[config.mk]
export PLATFORM = sky130hd
export DESIGN_NAME = thermo_acq_top
export DESIGN_NICKNAME = d
export VERILOG_FILES = /design/src/common/thermo_frame_pkg.sv /design/src/common/thermo_result_pkg.sv /design/src/common/spi_frame_if.sv /design/src/max31855/max31855_spi_reader.sv /design/src/max31855/max31855_frame_decoder.sv /design/src/hdl/acq_scheduler.sv /design/src/hdl/thermo_acq_top.sv
export VERILOG_INCLUDE_DIRS = /design/src /design/src/common
export SDC_FILE = /design/constraint.sdc
export NUM_CORES = 1
export LEC_CHECK = 0
export BUFFER_PORTS_ARGS = -buffer_cell sky130_fd_sc_hd__buf_2
export CAP_MARGIN = 20
export CORE_ASPECT_RATIO = 1.4
export CORE_MARGIN = 2
export CORE_UTILIZATION = 41
export CTS_BUF_LIST = sky130_fd_sc_hd__clkbuf_4 sky130_fd_sc_hd__clkbuf_8
export DETAILED_ROUTE_END_ITERATION = 12
export GPL_TIMING_DRIVEN = 0
export PLACE_DENSITY = 0.69
export SYNTH_ARGS = -nofsm -noshare
export SYNTH_HDL_FRONTEND = slang
export SYNTH_SLANG_ARGS = --single-unit
[constraint.sdc]
create_clock -name clk_50 -period 3.45 [get_ports clk_50]
set_input_delay 0.1725 -clock clk_50 [delete_from_list [all_inputs] [get_ports clk_50]]
set_output_delay 0.1725 -clock clk_50 [all_outputs]
set_load 0.005 [all_outputs]
[src/common/thermo_defs.svh]
`ifndef THERMO_DEFS_SVH
`define THERMO_DEFS_SVH

// ==============================
// Serial timing
// ==============================

// clk_50 cycles per SCLK bit period with SCLK low in the first half
`define THERMO_SCLK_DIV 10

// Bits shifted out by the MAX31855 in one conversion frame
`define THERMO_FRAME_BITS 32

// ==============================
// Acquisition pacing
// ==============================

// Idle clk_50 cycles between the end of a host handshake and the next read
`define THERMO_SAMPLE_GAP 200

`endif

[src/common/thermo_frame_pkg.sv]
package thermo_frame_pkg;

    // ==============================
    // MAX31855 serial frame
    // ==============================

    // Field order follows the wire order with the first bit out at the top
    typedef struct packed {
        logic signed [13:0] tc_temp;    // Thermocouple temperature in 0.25 C steps
        logic               rsvd_hi;    // Always reads as 0
        logic               fault;      // Set when any of the three flags below is set
        logic signed [11:0] cj_temp;    // Cold junction temperature in 0.0625 C steps
        logic               rsvd_lo;    // Always reads as 0
        logic               scv;        // Thermocouple shorted to VCC
        logic               scg;        // Thermocouple shorted to GND
        logic               oc;         // Thermocouple open circuit
    } max31855_frame_t;

endpackage

[src/common/thermo_result_pkg.sv]
package thermo_result_pkg;

    // ==============================
    // Decoded measurement
    // ==============================

    typedef struct packed {
        logic signed [13:0] tc_temp;
        logic signed [11:0] cj_temp;
        logic               scv;
        logic               scg;
        logic               oc;
        logic               frame_error;    // Frame failed its own consistency check
    } thermo_result_t;

endpackage

[src/common/spi_frame_if.sv]
interface spi_frame_if;
    import thermo_frame_pkg::*;

    logic            start;          // One cycle request to read a frame
    logic            busy;           // Reader is between start and frame_valid
    logic            frame_valid;    // One cycle strobe when frame is fresh
    max31855_frame_t frame;          // Held until the next start

    modport reader (
        input  start,
        output busy,
        output frame_valid,
        output frame
    );

    modport decoder (
        input  frame_valid,
        input  frame
    );

endinterface

[src/max31855/max31855_spi_reader.sv]
`include "thermo_defs.svh"

module max31855_spi_reader (
    input  logic        clk_50,
    input  logic        reset,
    spi_frame_if.reader bus,
    output logic        max_sclk,
    output logic        max_csn,
    input  logic        max_sdo
);
    import thermo_frame_pkg::*;

    localparam int SCLK_DIV   = `THERMO_SCLK_DIV;
    localparam int HALF_DIV   = SCLK_DIV / 2;
    localparam int FRAME_BITS = `THERMO_FRAME_BITS;
    localparam int DIV_W      = $clog2(SCLK_DIV);
    localparam int BIT_W      = $clog2(FRAME_BITS);

    typedef enum logic [1:0] {
        ST_IDLE,
        ST_READ,
        ST_TRAIL,
        ST_DONE
    } state_t;

    state_t                state;
    logic [DIV_W-1:0]      div_cnt;
    logic [BIT_W-1:0]      bit_cnt;
    logic [FRAME_BITS-1:0] shift_reg;
    logic                  half_end;
    logic                  period_end;

    assign half_end   = (div_cnt == DIV_W'(HALF_DIV - 1));
    assign period_end = (div_cnt == DIV_W'(SCLK_DIV - 1));
    assign bus.busy   = (state != ST_IDLE);

    // ==============================
    // Bit timing
    // ==============================

    always_ff @(posedge clk_50) begin
        if (reset) begin
            div_cnt <= '0;
        end else if (state == ST_READ || state == ST_TRAIL) begin
            if (period_end) begin
                div_cnt <= '0;
            end else begin
                div_cnt <= div_cnt + 1'b1;
            end
        end else begin
            div_cnt <= '0;
        end
    end

    always_ff @(posedge clk_50) begin
        if (reset) begin
            max_sclk <= 1'b0;
        end else if (state == ST_READ) begin
            if (half_end || period_end) begin
                max_sclk <= ~max_sclk;     // Rises mid period and falls at its end
            end
        end else begin
            max_sclk <= 1'b0;              // No clock pulse in the trailing period
        end
    end

    // ==============================
    // Frame FSM
    // ==============================

    always_ff @(posedge clk_50) begin
        if (reset) begin
            state           <= ST_IDLE;
            bit_cnt         <= '0;
            max_csn         <= 1'b1;
            bus.frame_valid <= 1'b0;
        end else begin
            bus.frame_valid <= 1'b0;
            case (state)
                ST_IDLE: begin
                    if (bus.start) begin
                        max_csn <= 1'b0;   // Sensor puts its first bit on SDO here
                        bit_cnt <= '0;
                        state   <= ST_READ;
                    end
                end
                ST_READ: begin
                    if (period_end) begin
                        if (bit_cnt == BIT_W'(FRAME_BITS - 1)) begin
                            state <= ST_TRAIL;
                        end else begin
                            bit_cnt <= bit_cnt + 1'b1;
                        end
                    end
                end
                ST_TRAIL: begin
                    if (period_end) begin
                        max_csn <= 1'b1;
                        state   <= ST_DONE;
                    end
                end
                default: begin
                    bus.frame_valid <= 1'b1;
                    state           <= ST_IDLE;
                end
            endcase
        end
    end

    // Sample SDO on the last cycle of each bit period while SCLK is high
    always_ff @(posedge clk_50) begin
        if (state == ST_READ && period_end) begin
            shift_reg <= {shift_reg[FRAME_BITS-2:0], max_sdo};
        end
        if (state == ST_TRAIL && period_end) begin
            bus.frame <= max31855_frame_t'(shift_reg);
        end
    end

    a_csn_high_when_idle: assert property (
        @(posedge clk_50) disable iff (reset) !bus.busy |-> max_csn
    );

    a_sclk_low_when_deselected: assert property (
        @(posedge clk_50) disable iff (reset) max_csn |-> !max_sclk
    );

endmodule

[src/max31855/max31855_frame_decoder.sv]
module max31855_frame_decoder (
    input  logic                              clk_50,
    input  logic                              reset,
    spi_frame_if.decoder                      bus,
    output logic                              result_valid,
    output thermo_result_pkg::thermo_result_t result
);
    import thermo_frame_pkg::*;
    import thermo_result_pkg::*;

    max31855_frame_t frame;
    thermo_result_t  decoded;
    logic            any_flag;

    assign frame    = bus.frame;
    assign any_flag = frame.scv | frame.scg | frame.oc;

    // ==============================
    // Field split and check
    // ==============================

    always_comb begin
        decoded.tc_temp = frame.tc_temp;
        decoded.cj_temp = frame.cj_temp;
        decoded.scv     = frame.scv;
        decoded.scg     = frame.scg;
        decoded.oc      = frame.oc;
        // Reserved bits must read 0 and the summary bit must match the flags
        decoded.frame_error = frame.rsvd_hi | frame.rsvd_lo | (frame.fault != any_flag);
    end

    always_ff @(posedge clk_50) begin
        if (reset) begin
            result_valid <= 1'b0;
        end else begin
            result_valid <= bus.frame_valid;    // Exactly one cycle behind the reader
        end
    end

    always_ff @(posedge clk_50) begin
        if (bus.frame_valid) begin
            result <= decoded;
        end
    end

    a_single_cycle_valid: assert property (
        @(posedge clk_50) disable iff (reset) result_valid |=> !result_valid
    );

endmodule

[src/hdl/acq_scheduler.sv]
`include "thermo_defs.svh"

module acq_scheduler (
    input  logic                              clk_50,
    input  logic                              reset,
    input  logic                              acq_enable,
    output logic                              start,
    input  logic                              result_valid,
    input  thermo_result_pkg::thermo_result_t result_in,
    output logic                              result_req,
    input  logic                              result_ack,
    output thermo_result_pkg::thermo_result_t result_out
);
    localparam int SAMPLE_GAP = `THERMO_SAMPLE_GAP;
    localparam int GAP_W      = $clog2(SAMPLE_GAP);

    typedef enum logic [2:0] {
        ST_GAP,
        ST_START,
        ST_WAIT_RES,
        ST_REQ,
        ST_WAIT_ACK_LOW
    } state_t;

    state_t           state;
    logic [GAP_W-1:0] gap_cnt;

    assign start = (state == ST_START);

    // ==============================
    // Pacing and host handshake
    // ==============================

    always_ff @(posedge clk_50) begin
        if (reset) begin
            state      <= ST_GAP;
            gap_cnt    <= '0;
            result_req <= 1'b0;
        end else begin
            case (state)
                ST_GAP: begin
                    if (gap_cnt != GAP_W'(SAMPLE_GAP - 1)) begin
                        gap_cnt <= gap_cnt + 1'b1;
                    end else if (acq_enable) begin
                        state <= ST_START;    // Gap is over and the host allows reads
                    end
                end
                ST_START: begin
                    state <= ST_WAIT_RES;
                end
                ST_WAIT_RES: begin
                    if (result_valid) begin
                        result_req <= 1'b1;
                        state      <= ST_REQ;
                    end
                end
                ST_REQ: begin
                    if (result_ack) begin
                        result_req <= 1'b0;
                        state      <= ST_WAIT_ACK_LOW;
                    end
                end
                default: begin
                    if (!result_ack) begin
                        gap_cnt <= '0;
                        state   <= ST_GAP;
                    end
                end
            endcase
        end
    end

    // Only loaded while result_req is low so the host sees a stable value
    always_ff @(posedge clk_50) begin
        if (state == ST_WAIT_RES && result_valid) begin
            result_out <= result_in;
        end
    end

    a_req_falls_after_ack: assert property (
        @(posedge clk_50) disable iff (reset) $fell(result_req) |-> $past(result_ack)
    );

    a_result_stable_in_req: assert property (
        @(posedge clk_50) disable iff (reset)
        result_req && $past(result_req) |-> $stable(result_out)
    );

endmodule

[src/hdl/thermo_acq_top.sv]
module thermo_acq_top (
    input  logic        clk_50,
    input  logic        reset,
    input  logic        acq_enable,
    output logic        max_sclk,
    output logic        max_csn,
    input  logic        max_sdo,
    output logic        result_req,
    input  logic        result_ack,
    output logic [13:0] thermo_temp,
    output logic [11:0] junction_temp,
    output logic        scv_fault,
    output logic        scg_fault,
    output logic        oc_fault,
    output logic        frame_error
);
    import thermo_result_pkg::*;

    logic           start;
    logic           result_valid;
    thermo_result_t decoded;
    thermo_result_t held;

    spi_frame_if frame_bus ();

    assign frame_bus.start = start;

    // ==============================
    // Sensor path
    // ==============================

    max31855_spi_reader reader_i (
        .clk_50   (clk_50),
        .reset    (reset),
        .bus      (frame_bus.reader),
        .max_sclk (max_sclk),
        .max_csn  (max_csn),
        .max_sdo  (max_sdo)
    );

    max31855_frame_decoder decoder_i (
        .clk_50       (clk_50),
        .reset        (reset),
        .bus          (frame_bus.decoder),
        .result_valid (result_valid),
        .result       (decoded)
    );

    acq_scheduler scheduler_i (
        .clk_50       (clk_50),
        .reset        (reset),
        .acq_enable   (acq_enable),
        .start        (start),
        .result_valid (result_valid),
        .result_in    (decoded),
        .result_req   (result_req),
        .result_ack   (result_ack),
        .result_out   (held)
    );

    // Host side sees the held result as separate fields
    assign thermo_temp   = held.tc_temp;
    assign junction_temp = held.cj_temp;
    assign scv_fault     = held.scv;
    assign scg_fault     = held.scg;
    assign oc_fault      = held.oc;
    assign frame_error   = held.frame_error;

endmodule

### Word-level counts from Yosys, hierarchy flattened

Index checks and enable logic that the tools add are counted.

* $add $sub $neg: 3
* eq/ne operators: 22
* multiplexer cells: 25
* bitwise gates (word level): 8
* reduce and logical (&&, ||, !) cells: 20

Operator list (count)
* 8-bit two-way mux: 2
* 8-bit one-hot mux with 2 select lines: 1
* 3-bit two-way mux: 5
* 5-bit two-way mux: 3
* 2-bit inequality test, second input constant: 7
* 3-bit one-hot mux with 4 select lines: 1
* 5-bit one-hot mux with 2 select lines: 1
* 3-bit AND reduction: 3
* 3-bit OR reduction: 3
* 8-bit by 1-bit adder with 8-bit output, second input constant: 1
* 2-bit two-way mux: 4
* 2-bit by 1-bit inequality test with 1-bit output, second input constant: 4
* 8-bit inequality test, second input constant: 1
* 4-bit AND reduction: 2
* 3-bit by 2-bit == test with 1-bit output, second input constant: 2
* 2-bit one-hot mux with 3 select lines: 1
* 2-bit nonzero test: 3
* 5-bit by 1-bit adder with 5-bit output, second input constant: 1
* 5-bit == test, second input constant: 1
* 1-bit two-way mux: 5
* 5-bit by 1-bit inequality test with 1-bit output, second input constant: 1
* 5-bit AND reduction: 1
* 4-bit by 1-bit adder with 4-bit output, second input constant: 1
* 4-bit by 3-bit == test with 1-bit output, second input constant: 1
* other kinds (13): 23

* bits in registers: 151
* bits of input ports: 5
* word-level logic and storage cells: 109

### Depth between registers and ports, before layout

* word-level depth: 4
* depth in mapped cells: 7

### By module

A second synthesis with hierarchy kept.

* cells, all modules: 288
* area total of the unflattened synthesis: 5275.1 um^2

By module, submodules not included
* max31855_spi_reader: times used 1, cells an instance 143, area an instance 2681.3 um^2, sequential area each 2202.1 um^2
* acq_scheduler: times used 1, cells an instance 109, area an instance 1642.8 um^2, sequential area each 1141.1 um^2
* max31855_frame_decoder: times used 1, cells an instance 36, area an instance 950.9 um^2, sequential area each 920.9 um^2

### Worst setup path after synthesis

Ideal clock, no wire load.

* path type: register to register
* start point: register scheduler_i.state[1]
* end point: register scheduler_i.result_out[0] (netlist name), enable pin
* arrival: 2058 ps
* data required time: 3033 ps
* path slack: 975 ps
* cell stages (with the launch flop): 4
* buffers on the path: 0
* period minus slack after synthesis: 2475 ps
* path through: dfxtp_1 nor2b_1 nand2_1 nor2_1

* cells in the longest elaborated chain, start to end: 2

RTL lines
* start, declared: line acq_scheduler.sv:25 `state_t state;`
* start signal, assigned: line acq_scheduler.sv:36 `state <= ST_GAP;`
* start signal, assigned: line acq_scheduler.sv:45 `state <= ST_START;`
* start signal, assigned: line acq_scheduler.sv:49 `state <= ST_WAIT_RES;`
* 3-bit by 2-bit == test with 1-bit output: line acq_scheduler.sv:75 `if (state == ST_WAIT_RES && result_valid) begin`
* 1-bit logical AND: line acq_scheduler.sv:75
* end signal, assigned: line acq_scheduler.sv:76 `result_out <= result_in;`
* end, declared: line acq_scheduler.sv:12 `output thermo_result_pkg::thermo_result_t result_out`

No other way between the ends.
A chain may end at the register's enable or synchronous reset.

### Final worst setup path

* start point: register reader_i.div_cnt[0]
* end point: register reader_i.shift_reg[1], enable pin

* cells in the longest elaborated chain, start to end: 2

RTL lines
* start, declared: line max31855_spi_reader.sv:27 `logic [DIV_W-1:0] div_cnt;`
* start signal, assigned: line max31855_spi_reader.sv:48 `div_cnt <= div_cnt + 1'b1;`
* 4-bit == test: line max31855_spi_reader.sv:34 `assign period_end = (div_cnt == DIV_W'(SCLK_DIV - 1));`
* 1-bit logical AND: line max31855_spi_reader.sv:112 `if (state == ST_READ && period_end) begin`
* end signal, assigned: line max31855_spi_reader.sv:113 `shift_reg <= {shift_reg[FRAME_BITS-2:0], max_sdo};`
* end, declared: line max31855_spi_reader.sv:29 `logic [FRAME_BITS-1:0] shift_reg;`

No other way between the ends.

==> qor.csv <==
metric;value;unit
status;finished clean;
p_leak;2.112;nW
first_pass_iters;4;
antenna_found_initial;0;
cts_root_buf;clkbuf_8;
dpl_cell_area;5705;um2
hpwl;5089;um
pwr-share-clk;40.5;%
yosysTopAreaCell;edfxtp_1;
dp_cells;490;
diodes;0;
worst_slew_pin_slew;0.8681;ns
swShare;20.09;%
grt_pass1_vias;2624;
p_per_area;568.8;nW/um2
ys_ff_latch;151;
drt-initial-drc-count;123;
fin_crit_sh;62.09;%
start_util;42.23;%
htree_levels;4;
rows;48;
utilization;49.34;%
die_h;137.9;um
fin_skew;0.009211;ns
synth_top_area_share;70.92;%
yosysWarnings;0;
synthesis.nets;315;
period_needed;2.142;ns
nets;375;
post_cts_buffers;0;
ant_nets;0;
grt_max_degree;22;
p_int;2.788;mW
ys_seq_area_share;81.22;%
netlist-cell-type-count;46;
finalSetupTns;0;ns
synth-edff-count;124;
cts.sinks;151;
area_growth;16.83;%
relSlewSlack;42.13;%
fillers;1005;
drt_wl_total;7608;um
hold_path_depth;2;
remaining_drc_errors;0;
cp_max_fo;19;
slowest_delay;0.72;ns
clockBufferDepth;2;
path_clk_slew;0.08;ns
wire_per_inst;14.60;um
slew_violations;0;
pwr-share-seq;56.2;%
port_buffers;36;
syn_inst;300;
cts_tree;built;
grt_overflow;0;
grt_pass1_wl;12430;um
worstPathRequired;3.59;ns
cap_viol_max_count;0;
arrival;2.28;ns
final_cell_count_no_fill;521;
setup_viol;0;
synth-async-reset-ratio;0;%
critPathKind;reg -> reg;
ctsResizeCount;0;
core_area;12430;um2
gp_congestion;0.7790;
grt_usage;12.16;%
hp-class;in -> reg;
fmax;466.8;MHz
rsz0062_at_grt;false;
drive_gt1_share;21.29;%
vias_per_cell;4.975;
die_w;99.64;um
ios;38;
crit_chain;ha_1 -> and3b_2 -> and2_1 -> buf_8;
worstRegToRegCells;4;
dieArea;13740;um2
critPathLaunchType;flip-flop;
vias;2592;
synth_area;5250;um2
numCtsBuffers;17;
hold_violations;0;
clk_latency;0.43;ns
synth_area_leaders;edfxtp_1 71%, dfxtp_1 10%, ha_1 2.4%;
seq_area;4264;um2
multi_input_area;930.9;um2
cpMaxStageDelayCell;and2_1;
postSynthAreaPerCell;17.50;um2
power_switching;700.9;uW
fin_area;6133;um2
pwr-share-comb;3.3;%
ir_drop;0.2660;mV
end_kind;flip-flop;
ctsHoldBuffers;1;
ys.flop_type;edfxtp_1;
==> critical path: cells and delay by family, from the launching register on <==
kind / cells / cell delay, ns
adders and majority gates: 1 / 0.20
DFF: 1 / 0.40
buffers and inverters: 1 / 0.25
and+or+nand+nor: 2 / 0.99
==> cell usage after synthesis (7+ instances only) <==
cell	number
dfxtp_1	27
nand2_1	17
nand3_1	7
nor2_1	13
inv_1	9
o21ai_0	8
edfxtp_1	124
a21oi_1	12
ha_1	10
==> metrics by stage <==
stage               power, mW  worst slack, ns  hold WS, ns
floorplan               2.090           0.9747       0.2714
global placement        2.112           0.3961       0.3529
detailed placement      2.117            1.255       0.3614
CTS                     3.531            1.264      0.03217
global route            3.617            1.136      0.05779
finish                  3.489            1.308      0.06359
==> power by group through the flow <==
stage	logic, mW	registers (mW)	clock network (mW)
4_1_cts	0.115	1.96	1.45
5_1_grt	0.128	1.96	1.53
3_3_place_gp	0.110	2.00	0
2_1_floorplan	0.0894	2.00	0
6_report	0.115	1.96	1.41
3_5_place_dp	0.114	2.00	0
==> per-layer routing <==
layer  track usage, %  wire [um]
met5                0          0
met4            7.078        155
met3            3.982        241
met2            20.46       3967
met1            13.50       3243
==> logic make-up (layout without fill, tap and decap cells) <==
logic type               after synthesis  in the layout  share of synthesized area [%]
multiplexers                           6              6                          1.168
adder cells (fa/ha/maj)               10             10                          2.383
AND/OR/NAND/NOR                       76             76                          8.389
XOR/XNOR                               4              4                         0.6672
flip-flops                           151            151                          81.22
AO/OA/AOI/OAI                         39             39                          5.076
buffers and inverters                 14             85                          1.096
==> path summary, 6_finish.rpt <==
path	start	end	slack [ns]
hold reg to reg	reader_i.bus.frame[7]	decoder_i.result[7]	0.42
setup / recovery	reader_i.div_cnt[0]	reader_i.shift_reg[1]	1.31
setup reg to reg	reader_i.div_cnt[0]	reader_i.shift_reg[1]	1.31
hold / removal	result_ack	scheduler_i.state[2]	0.06
==> layout by cell type (no fill, tap or decap), types with 2 or more instances in the layout <==
cell type,count
inv_6,3
ha_1,10
nor3b_1,2
nor2_1,12
o21ai_0,8
bufinv_16,4
nand2b_1,2
inv_1,9
clkinv_4,2
edfxtp_1,124
dfxtp_1,27
nand2_1,17
and3_1,5
nand3b_1,2
mux2i_1,5
or4b_1,3
and2_1,2
or3_1,5
nand3_1,7
buf_8,2
a31oi_1,2
nand4b_1,3
nor2b_1,5
clkinv_1,2
o211ai_1,2
nor3_1,4
a21oi_1,12
buf_16,2
buf_2,37
clkbuf_8,17
o2111ai_1,2
a21boi_1,2
clkbuf_1,3
xnor2_1,4
==> final cells by class <==
| class | instances | area share (%) |
|---|---|---|
| flip-flops and latches | 151 | 69.52 |
| plain buffers | 5 | 0.3876 |
| clock inverters | 12 | 2.876 |
| multi-input cells | 135 | 15.18 |
| repair buffers | 41 | 4.488 |
| well taps | 150 | 3.060 |
| clock buffers | 18 | 3.937 |
| inverters | 9 | 0.5508 |
No activity file was read; power rests on OpenSTA's default activity.
